`src/vec_dispatch_pkg.sv`:
```
/* Vector dispatcher package
   Shared widths, vtype layout, instruction classes and CSR addresses */
`default_nettype none

package vec_dispatch_pkg;

  localparam int unsigned XLEN = 32;
  typedef logic [XLEN-1:0] xlen_t;

  // Widest element supported, in bytes
  localparam int unsigned ELENB = 8;

  typedef logic [15:0] vlen_t;

  typedef enum logic [2:0] {
    EW8  = 3'd0,
    EW16 = 3'd1,
    EW32 = 3'd2,
    EW64 = 3'd3
  } vew_e;

  // Same bit order as vtype[7:0] in the CSR, vill on top
  typedef struct packed {
    logic              vill;
    logic              vma;
    logic              vta;
    vew_e              vsew;
    logic signed [2:0] vlmul;
  } vtype_t;

  typedef enum logic [2:0] {
    CLS_VSETVLI,
    CLS_VSETVL,
    CLS_VADD,
    CLS_CSR,
    CLS_ILLEGAL
  } insn_class_e;

  // Encoded as funct3[1:0] of the SYSTEM opcode
  typedef enum logic [1:0] {
    CSR_RW = 2'b01,
    CSR_RS = 2'b10,
    CSR_RC = 2'b11
  } csr_op_e;

  typedef enum logic [0:0] {
    VADD = 1'b0
  } vec_op_e;

  typedef enum logic [11:0] {
    CSR_VSTART = 12'h008,
    CSR_VL     = 12'hC20,
    CSR_VTYPE  = 12'hC21,
    CSR_VLENB  = 12'hC22
  } csr_addr_e;

  localparam logic [6:0] OPC_VEC    = 7'h57;
  localparam logic [6:0] OPC_SYSTEM = 7'h73;

endpackage

`default_nettype wire
```
`src/dispatch_if.sv`:
```
/* Decoded instruction bundle from decode to execute and result stages */
`timescale 1ns/100ps
`default_nettype none

interface dispatch_if;

  vec_dispatch_pkg::insn_class_e cls;
  vec_dispatch_pkg::csr_op_e     csr_op;
  vec_dispatch_pkg::csr_addr_e   csr_addr;
  logic [4:0]                    uimm;
  logic [4:0]                    rs1_idx;
  logic [4:0]                    rd_idx;
  logic [4:0]                    vs2_idx;
  logic                          vm;
  vec_dispatch_pkg::vtype_t      imm_vtype;
  logic                          use_imm;

  modport dec_mp (
    output cls, csr_op, csr_addr, uimm, rs1_idx, rd_idx, vs2_idx, vm, imm_vtype, use_imm
  );

  modport exe_mp (
    input cls, csr_op, csr_addr, uimm, rs1_idx, rd_idx, vs2_idx, vm, imm_vtype, use_imm
  );

  // Result stage only needs the class and the register fields
  modport res_mp (
    input cls, rd_idx, rs1_idx, vs2_idx, vm
  );

endinterface

`default_nettype wire

```
`src/vec_dispatcher.sv`:
```
/* Vector dispatcher top level
   Connects decode, execute and result stages */
`timescale 1ns/100ps
`default_nettype none

module vec_dispatcher #(
  parameter int unsigned VLEN = 256
) (
  input  logic                      clk_i,
  input  logic                      rst_ni,
  // Request from the scalar core
  input  logic                      req_valid_i,
  output logic                      req_ready_o,
  input  vec_dispatch_pkg::xlen_t   req_insn_i,
  input  vec_dispatch_pkg::xlen_t   req_rs1_i,
  input  vec_dispatch_pkg::xlen_t   req_rs2_i,
  // Response to the scalar core
  output logic                      resp_valid_o,
  input  logic                      resp_ready_i,
  output vec_dispatch_pkg::xlen_t   resp_result_o,
  output logic                      resp_error_o,
  // Backend issue port
  output logic                      issue_valid_o,
  input  logic                      issue_ready_i,
  output vec_dispatch_pkg::vec_op_e issue_op_o,
  output logic [4:0]                issue_vd_o,
  output logic [4:0]                issue_vs1_o,
  output logic [4:0]                issue_vs2_o,
  output logic                      issue_vm_o,
  output vec_dispatch_pkg::vlen_t   issue_vl_o,
  output vec_dispatch_pkg::vlen_t   issue_vstart_o,
  output vec_dispatch_pkg::vew_e    issue_vsew_o
);

  logic                     fire;
  vec_dispatch_pkg::vlen_t  vl;
  vec_dispatch_pkg::vlen_t  vstart;
  vec_dispatch_pkg::vtype_t vtype;
  vec_dispatch_pkg::xlen_t  csr_rdata;
  logic                     exe_error;

  dispatch_if dif ();

  insn_decode u_decode (
    .insn_i (req_insn_i),
    .dif    (dif)
  );

  vcfg_exec #(
    .VLEN (VLEN)
  ) u_exec (
    .clk_i       (clk_i),
    .rst_ni      (rst_ni),
    .fire_i      (fire),
    .rs1_i       (req_rs1_i),
    .rs2_i       (req_rs2_i),
    .dif         (dif),
    .vl_o        (vl),
    .vstart_o    (vstart),
    .vtype_o     (vtype),
    .csr_rdata_o (csr_rdata),
    .exe_error_o (exe_error)
  );

  resp_issue u_resp (
    .clk_i          (clk_i),
    .rst_ni         (rst_ni),
    .req_valid_i    (req_valid_i),
    .resp_ready_i   (resp_ready_i),
    .issue_ready_i  (issue_ready_i),
    .dif            (dif),
    .vl_i           (vl),
    .vstart_i       (vstart),
    .vtype_i        (vtype),
    .csr_rdata_i    (csr_rdata),
    .exe_error_i    (exe_error),
    .fire_o         (fire),
    .req_ready_o    (req_ready_o),
    .resp_valid_o   (resp_valid_o),
    .resp_result_o  (resp_result_o),
    .resp_error_o   (resp_error_o),
    .issue_valid_o  (issue_valid_o),
    .issue_op_o     (issue_op_o),
    .issue_vd_o     (issue_vd_o),
    .issue_vs1_o    (issue_vs1_o),
    .issue_vs2_o    (issue_vs2_o),
    .issue_vm_o     (issue_vm_o),
    .issue_vl_o     (issue_vl_o),
    .issue_vstart_o (issue_vstart_o),
    .issue_vsew_o   (issue_vsew_o)
  );

endmodule

`default_nettype wire

```
`src/resp_issue.sv`:
```
/* Result stage: request acceptance, response and the registered
   backend issue slot */
`timescale 1ns/100ps
`default_nettype none

module resp_issue (
  input  logic                     clk_i,
  input  logic                     rst_ni,
  input  logic                     req_valid_i,
  input  logic                     resp_ready_i,
  input  logic                     issue_ready_i,
  dispatch_if.res_mp               dif,
  input  vec_dispatch_pkg::vlen_t  vl_i,
  input  vec_dispatch_pkg::vlen_t  vstart_i,
  input  vec_dispatch_pkg::vtype_t vtype_i,
  input  vec_dispatch_pkg::xlen_t  csr_rdata_i,
  input  logic                     exe_error_i,
  output logic                     fire_o,
  output logic                     req_ready_o,
  output logic                     resp_valid_o,
  output vec_dispatch_pkg::xlen_t  resp_result_o,
  output logic                     resp_error_o,
  output logic                     issue_valid_o,
  output vec_dispatch_pkg::vec_op_e issue_op_o,
  output logic [4:0]               issue_vd_o,
  output logic [4:0]               issue_vs1_o,
  output logic [4:0]               issue_vs2_o,
  output logic                     issue_vm_o,
  output vec_dispatch_pkg::vlen_t  issue_vl_o,
  output vec_dispatch_pkg::vlen_t  issue_vstart_o,
  output vec_dispatch_pkg::vew_e   issue_vsew_o
);

  logic is_vadd;
  logic add_issues;
  logic slot_free;
  logic issue_load;

  assign is_vadd    = (dif.cls == vec_dispatch_pkg::CLS_VADD);
  assign add_issues = is_vadd && !vtype_i.vill;
  assign slot_free  = !issue_valid_o || issue_ready_i;

  // Only an issuing add has to wait for the slot
  assign req_ready_o  = req_valid_i && resp_ready_i && (!add_issues || slot_free);
  assign fire_o       = req_ready_o;
  assign resp_valid_o = fire_o;
  assign issue_load   = fire_o && add_issues;

  assign resp_result_o = (dif.cls inside {vec_dispatch_pkg::CLS_CSR,
                                          vec_dispatch_pkg::CLS_VSETVLI,
                                          vec_dispatch_pkg::CLS_VSETVL}) ? csr_rdata_i : '0;

  assign resp_error_o = (dif.cls == vec_dispatch_pkg::CLS_ILLEGAL) || exe_error_i ||
                        (is_vadd && vtype_i.vill);

  always_ff @(posedge clk_i or negedge rst_ni) begin
    if (!rst_ni) begin
      issue_valid_o <= 1'b0;
    end else if (slot_free) begin
      issue_valid_o <= issue_load;
    end
  end

  // Payload holds while the backend stalls
  always_ff @(posedge clk_i) begin
    if (issue_load) begin
      issue_op_o     <= vec_dispatch_pkg::VADD;
      issue_vd_o     <= dif.rd_idx;
      issue_vs1_o    <= dif.rs1_idx;
      issue_vs2_o    <= dif.vs2_idx;
      issue_vm_o     <= dif.vm;
      issue_vl_o     <= vl_i;
      issue_vstart_o <= vstart_i;
      issue_vsew_o   <= vtype_i.vsew;
    end
  end

endmodule

`default_nettype wire

```
`src/vcfg_exec.sv`:
```
/* Execute stage holding vstart, vl and vtype
   Runs vsetvl(i) and vector CSR accesses */
`timescale 1ns/100ps
`default_nettype none

module vcfg_exec #(
  parameter int unsigned VLEN = 256
) (
  input  logic                     clk_i,
  input  logic                     rst_ni,
  input  logic                     fire_i,
  input  vec_dispatch_pkg::xlen_t  rs1_i,
  input  vec_dispatch_pkg::xlen_t  rs2_i,
  dispatch_if.exe_mp               dif,
  output vec_dispatch_pkg::vlen_t  vl_o,
  output vec_dispatch_pkg::vlen_t  vstart_o,
  output vec_dispatch_pkg::vtype_t vtype_o,
  output vec_dispatch_pkg::xlen_t  csr_rdata_o,
  output logic                     exe_error_o
);

  localparam int unsigned VLENB = VLEN / 8;

  // Reset value, also used when a new vtype is rejected
  localparam vec_dispatch_pkg::vtype_t VTYPE_ILL = '{
    vill:  1'b1,
    vma:   1'b0,
    vta:   1'b0,
    vsew:  vec_dispatch_pkg::EW8,
    vlmul: 3'sd0
  };

  vec_dispatch_pkg::vlen_t  vstart_q, vstart_d;
  vec_dispatch_pkg::vlen_t  vl_q, vl_d;
  vec_dispatch_pkg::vtype_t vtype_q, vtype_d;
  vec_dispatch_pkg::vtype_t vtype_new;
  vec_dispatch_pkg::vlen_t  vlmax;
  logic [2:0]               lmul_frac;
  logic                     is_cfg;
  logic                     vtype_bad;
  logic                     read_ok;
  vec_dispatch_pkg::xlen_t  csr_src;
  vec_dispatch_pkg::xlen_t  vtype_word;

  assign is_cfg = dif.cls inside {vec_dispatch_pkg::CLS_VSETVLI, vec_dispatch_pkg::CLS_VSETVL};

  assign vtype_new = (dif.cls == vec_dispatch_pkg::CLS_VSETVL) ?
                     vec_dispatch_pkg::vtype_t'({1'b0, rs2_i[7:0]}) : dif.imm_vtype;

  // SEW above ELEN, reserved LMUL, or fractional LMUL too small for SEW
  assign vtype_bad = (vtype_new.vsew > vec_dispatch_pkg::EW64) ||
                     (vtype_new.vlmul == 3'sb100) ||
                     (int'(vtype_new.vlmul) + $clog2(vec_dispatch_pkg::ELENB) <
                      int'(vtype_new.vsew));

  // VLMAX = LMUL * VLEN / SEW
  assign lmul_frac = 3'd0 - vtype_new.vlmul;

  always_comb begin
    vlmax = vec_dispatch_pkg::vlen_t'(VLENB) >> vtype_new.vsew;
    if (vtype_new.vlmul[2]) begin
      vlmax = vlmax >> lmul_frac;
    end else begin
      vlmax = vlmax << vtype_new.vlmul;
    end
  end

  assign csr_src = dif.use_imm ? vec_dispatch_pkg::xlen_t'(dif.uimm) : rs1_i;

  // Read-only CSRs allow only set/clear with a zero source
  assign read_ok = (dif.csr_op != vec_dispatch_pkg::CSR_RW) &&
                   (dif.use_imm ? (dif.uimm == 5'd0) : (dif.rs1_idx == 5'd0));

  assign vtype_word = {vtype_q.vill, {(vec_dispatch_pkg::XLEN - 9){1'b0}},
                       vtype_q.vma, vtype_q.vta, vtype_q.vsew, vtype_q.vlmul};

  always_comb begin
    vstart_d    = vstart_q;
    vl_d        = vl_q;
    vtype_d     = vtype_q;
    csr_rdata_o = '0;
    exe_error_o = 1'b0;
    if (is_cfg) begin
      if (vtype_bad) begin
        vtype_d = VTYPE_ILL;
        vl_d    = '0;
      end else begin
        vtype_d = vtype_new;
        // rs1 and rd both x0 keeps vl
        if (dif.rs1_idx != 5'd0) begin
          vl_d = (rs1_i > vec_dispatch_pkg::xlen_t'(vlmax)) ? vlmax :
                 vec_dispatch_pkg::vlen_t'(rs1_i);
        end else if (dif.rd_idx != 5'd0) begin
          vl_d = vlmax;
        end
      end
      // rd of vsetvl(i) receives the new vl
      csr_rdata_o = vec_dispatch_pkg::xlen_t'(vl_d);
    end else if (dif.cls == vec_dispatch_pkg::CLS_CSR) begin
      case (dif.csr_addr)
        vec_dispatch_pkg::CSR_VSTART: begin
          csr_rdata_o = vec_dispatch_pkg::xlen_t'(vstart_q);
          case (dif.csr_op)
            vec_dispatch_pkg::CSR_RW: vstart_d = vec_dispatch_pkg::vlen_t'(csr_src);
            vec_dispatch_pkg::CSR_RS: vstart_d = vstart_q | vec_dispatch_pkg::vlen_t'(csr_src);
            default: vstart_d = vstart_q & ~vec_dispatch_pkg::vlen_t'(csr_src);
          endcase
        end
        vec_dispatch_pkg::CSR_VL: begin
          csr_rdata_o = vec_dispatch_pkg::xlen_t'(vl_q);
          exe_error_o = !read_ok;
        end
        vec_dispatch_pkg::CSR_VTYPE: begin
          csr_rdata_o = vtype_word;
          exe_error_o = !read_ok;
        end
        vec_dispatch_pkg::CSR_VLENB: begin
          csr_rdata_o = vec_dispatch_pkg::xlen_t'(VLENB);
          exe_error_o = !read_ok;
        end
        default: exe_error_o = 1'b1;
      endcase
    end
  end

  always_ff @(posedge clk_i or negedge rst_ni) begin
    if (!rst_ni) begin
      vstart_q <= '0;
      vl_q     <= '0;
      vtype_q  <= VTYPE_ILL;
    end else if (fire_i) begin
      vstart_q <= vstart_d;
      vl_q     <= vl_d;
      vtype_q  <= vtype_d;
    end
  end

  assign vl_o     = vl_q;
  assign vstart_o = vstart_q;
  assign vtype_o  = vtype_q;

endmodule

`default_nettype wire

```
`src/insn_decode.sv`:
```
/* Instruction decode stage
   Classifies the incoming instruction and extracts its fields */
`timescale 1ns/100ps
`default_nettype none

module insn_decode (
  input  vec_dispatch_pkg::xlen_t insn_i,
  dispatch_if.dec_mp              dif
);

  // OP-V funct3 encodings in use
  localparam logic [2:0] F3_OPIVV = 3'b000;
  localparam logic [2:0] F3_OPCFG = 3'b111;

  logic [6:0] opcode;
  logic [2:0] funct3;
  logic [5:0] func6;
  logic       func1;
  logic [6:0] func7;

  assign opcode = insn_i[6:0];
  assign funct3 = insn_i[14:12];
  assign func6  = insn_i[31:26];
  assign func1  = insn_i[31];
  assign func7  = insn_i[31:25];

  // Register fields sit at the same place for OP-V and SYSTEM
  assign dif.rd_idx  = insn_i[11:7];
  assign dif.rs1_idx = insn_i[19:15];
  assign dif.vs2_idx = insn_i[24:20];
  assign dif.vm      = insn_i[25];

  // CSR fields
  assign dif.uimm     = insn_i[19:15];
  assign dif.csr_addr = vec_dispatch_pkg::csr_addr_e'(insn_i[31:20]);
  assign dif.csr_op   = vec_dispatch_pkg::csr_op_e'(funct3[1:0]);
  assign dif.use_imm  = funct3[2];

  // zimm[7:0] of vsetvli, vill always clear here
  assign dif.imm_vtype = vec_dispatch_pkg::vtype_t'({1'b0, insn_i[27:20]});

  always_comb begin
    dif.cls = vec_dispatch_pkg::CLS_ILLEGAL;
    case (opcode)
      vec_dispatch_pkg::OPC_VEC: begin
        case (funct3)
          F3_OPCFG: begin
            if (!func1) begin
              dif.cls = vec_dispatch_pkg::CLS_VSETVLI;
            end else if (func7 == 7'h40) begin
              dif.cls = vec_dispatch_pkg::CLS_VSETVL;
            end
          end
          F3_OPIVV: begin
            // Only vadd.vv is supported among the OPIVV ops
            if (func6 == 6'd0) begin
              dif.cls = vec_dispatch_pkg::CLS_VADD;
            end
          end
          default: ;
        endcase
      end
      vec_dispatch_pkg::OPC_SYSTEM: begin
        // funct3 000 and 100 are not CSR accesses
        if (funct3[1:0] != 2'b00) begin
          dif.cls = vec_dispatch_pkg::CLS_CSR;
        end
      end
      default: ;
    endcase
  end

endmodule

`default_nettype wire

```
`config.mk`:
```
export PLATFORM = sky130hd
export DESIGN_NAME = vec_dispatcher
export DESIGN_NICKNAME = d
export VERILOG_FILES = /design/src/vec_dispatch_pkg.sv /design/src/dispatch_if.sv /design/src/vec_dispatcher.sv /design/src/resp_issue.sv /design/src/vcfg_exec.sv /design/src/insn_decode.sv
export SDC_FILE = /design/constraint.sdc
export NUM_CORES = 1
export LEC_CHECK = 0
export BUFFER_PORTS_ARGS = -buffer_cell sky130_fd_sc_hd__clkbuf_2
export CAP_MARGIN = 20
export CORE_MARGIN = 1.5
export CORE_UTILIZATION = 45
export CTS_CLUSTER_DIAMETER = 30
export DETAILED_ROUTE_END_ITERATION = 8
export PLACE_DENSITY = 0.67
export SKIP_CTS_REPAIR_TIMING = 1
export SYNTH_ARGS = -nofsm -noshare
export SYNTH_HDL_FRONTEND = slang
export SYNTH_HIERARCHICAL = 1
export SYNTH_SLANG_ARGS = --single-unit
```
`constraint.sdc`:
```
create_clock -name clk_i -period 8.48 [get_ports clk_i]
set_input_delay 0.848 -clock clk_i [delete_from_list [all_inputs] [get_ports clk_i]]
set_output_delay 0.848 -clock clk_i [all_outputs]
set_load 0.1 [all_outputs]
```
==> metrics.txt <==
Starting Density=a little under half; Chip Height=122 um; Vias/cell=approximately 5.8; core area=roughly 14000 um^2; Critical Path Start Type=input port; power per standard cell area=139 nW/um^2; kind of end point of the critical path=primary output; Yosys warning count=6; minimum clock period=7.57 ns; FF-to-FF Start=u_exec/vtype_o[8]$_DFFE_PN1P_; ys async rst share=45.2%; Crit Path Max Fanout=20; vias in the first global route=5192; max_cap viols=0; number of synthesized flops with an enable pin=51; CP required=7.63 ns; Final setup viols=0; total gr overflow=0; Post-synth top cells=63 x buf_4, 52 x nand2_1, 51 x edfxtp_1; Total GRT Usage=24.6%; Yosys top cell by area=edfxtp_1; max-slew violations=15; Area Overhead vs Synth=16.6%; worst slew pin tran=3.01 ns; Worst-path clk slew=roughly 0.070 ns; Synth top area share=24.2%; status=complete, but fails checks; Cells after Synth=675; unrepaired setup endpoints after global routing=false; Nets=a little under 900; CTS sink cnt=93; Fillers=1252; Clock Path Buffers=2; Peak VDD IR=about 0.092 mV; Seq. cell area=2580 um^2; Die Width=122 um; Min-Delay Path Class=in2async; register area share after synthesis=between 40% and 50%; WL/cell=19.3 um; H-tree levels=3; mapped cell area=6340 um^2; Setup CP Type=in2out; Relative slew margins=-101%; reg-to-reg setup timing slack=about 5.2 ns; FP Rows=between 40 and 50; Via Count=between 5000 and 6000; Antenna Violating Nets Remaining=0; highest clock rate=about 130 MHz; final hold vios=0; Final Core Density=53.4%; first-pass GRT wire length=27800 um; n_diodes=0; Syn Area/Cell=9.39 um^2; Final GP Congestion=around 0.9; drt pass-1 iters=7; CTS root buffer=clkbuf_16; # IOs=189; Die ar.=about 15000 um^2; Main synth FF type=edfxtp_1; failing checks=slew limit; Routed WL=about 18000 um; final cycle utilization of the critical path=89.3%; Remaining DRCs=0; top-count cell post-synth=buf_4; largest net degree at the start of global routing=52; synth unique cells=72; initial antenna violation count=0; CTS tree=done; CTS Buf Count=9; crit path DAT=~6.7 ns; # port buffers=148; Leak=3.10 nW; Worst-Skew Late Latency=between 0.3 and 0.4 ns; post-synthesis register bit count=93; final setup skew=~0.010 ns; layout cells sized above 1=between 20 and 30%; FF-to-FF path depth=6; area occupied by multi-input gates=roughly 3200 um^2; Initial DRC Count=392; largest cells by area after synthesis=edfxtp_1 24%, dfrtp_1 16%, buf_4 7.5%, nor3b_1 4.3%, a22o_1 3.3%; reg-to-reg endpoint=u_exec/vstart_o[15]$_DFFE_PN0P_; DPL Wire Length=between 10000 and 15000 um; Setup TNS=0 ns
## worst max-delay path, cell delays in order
cell,delay (ns)
clkbuf_2,0.18
nor4_4,0.33
o211ai_1,0.13
a221o_1,0.35
or3b_4,0.55
mux2i_1,0.19
ha_1,0.27
ha_1,0.51
xor2_1,0.20
o22a_1,0.16
nor2_1,0.04
o21a_1,0.22
nor2_1,0.17
ha_1,0.27
nor2b_1,0.13
o21a_1,0.16
o311ai_0,0.36
nand4_1,0.24
and3_1,0.27
or4_1,0.53
o21ai_1,0.09
nor3b_2,0.30
buf_12,0.22
## worst max path at each step
| stage | start | to | slack, ns |
|---|---|---|---|
| 3_3_place_gp | req_insn_i[12] | resp_result_o[0] | 1.08 |
| 3_5_place_dp | req_insn_i[12] | resp_result_o[4] | 0.98 |
| 2_1_floorplan | req_insn_i[5] | resp_result_o[4] | 0.47 |
| 5_1_grt | req_insn_i[12] | resp_result_o[4] | 0.53 |
| 6_report | req_insn_i[12] | resp_result_o[4] | 0.91 |
| 4_1_cts | req_insn_i[12] | resp_result_o[4] | 0.96 |
## where the power goes
part	total (W)	internal [W]	switching [W]	leakage, nW
Combinational	0.000132	0.0000483	0.0000835	1.83
Sequential	0.000477	0.000476	0.00000108	1.12
Clock	0.000415	0.000239	0.000176	0.149
## flip-flops by register name, indices dropped and copies added, names as in the netlist
name / count
u_resp/issue_vstart_o: 16
u_resp/issue_vs2_o: 5
u_resp/issue_vsew_o: 3
u_resp/issue_valid_o: 1
u_resp/issue_vl_o: 16
u_resp/issue_vd_o: 5
u_exec/vstart_o: 16
u_exec/vtype_o: 9
u_exec/vl_o: 16
u_resp/issue_vs1_o: 5
u_resp/issue_vm_o: 1
## area by class of cell
| type | count | area share (%) |
|---|---|---|
| clock buffers | 10 | 3.23 |
| inverters | 14 | 0.711 |
| well taps | 180 | 3.05 |
| multi-input cells | 477 | 42.8 |
| clock inverters | 6 | 0.931 |
| repair buffers | 168 | 14.3 |
| flip-flops and latches | 93 | 35.0 |
## cells in the final DEF (no fill, tap or decap), types with 4 or more instances in the layout
cell type  Yosys  layout
a211oi_1       5       5
a21oi_1       29      29
a22o_1        24      24
a22oi_1       10      10
and3_1         6       6
buf_12         0      11
buf_4         63      19
clkbuf_16      0       9
clkbuf_2       0     138
conb_1         4      18
dfrtp_1       41      41
edfxtp_1      51      51
ha_1          15      15
inv_1         14      14
mux2_2        12      12
mux2i_1        6       6
nand2_1       52      52
nand3_1       18      18
nand3b_1       5       5
nand4_1        6       6
nor2_1        45      45
nor2b_1       28      27
nor3_1        16      16
nor3b_1       36      26
nor3b_2        1      11
nor4_1        11      11
nor4b_1        5       4
o21ai_0       39      39
o22ai_1        4       4
o31ai_1        4       4
o32ai_1        5       5
o41ai_1        6       6
or4_1          4       4
xnor2_1        4       4
## per-stage QoR
step | std cells | total power [W] | instance area, um^2 | worst slack, ns | hold WS, ns
2_1_floorplan | 689 | 0.000582 | 6440 | 0.471 | 0.425
3_3_place_gp | 931 | 0.000612 | 7060 | 1.08 | 0.434
3_5_place_dp | 931 | 0.000615 | 7060 | 0.981 | 0.442
4_1_cts | 947 | 0.00103 | 7370 | 0.960 | 0.459
5_1_grt | 948 | 0.00106 | 7390 | 0.529 | 0.366
6_report | 948 | 0.00102 | 7390 | 0.909 | 0.360
## routing by layer
metal / track usage, % / vias up / share of wire [%]
li1: - / 2596 / -
met1: 34.2 / 2642 / 44
met2: 38.8 / 261 / 47
met3: 3.89 / 28 / 6.6
met4: 9.04 / 0 / 2.2
met5: 0 / - / 0
## logic make-up after synthesis
kind of cell / after synthesis / synth area share [%]
muxes: 19 / 3.44
AOI/OAI and AO/OA: 156 / 16.7
xor gates and xnor gates: 7 / 0.967
buffers and inverters: 119 / 11.1
DFF: 93 / 40.8
and+or+nand+nor: 262 / 23.8
other: 4 / 0.237
adders and majority gates: 15 / 2.96
No activity file was read; power rests on OpenSTA's default activity.
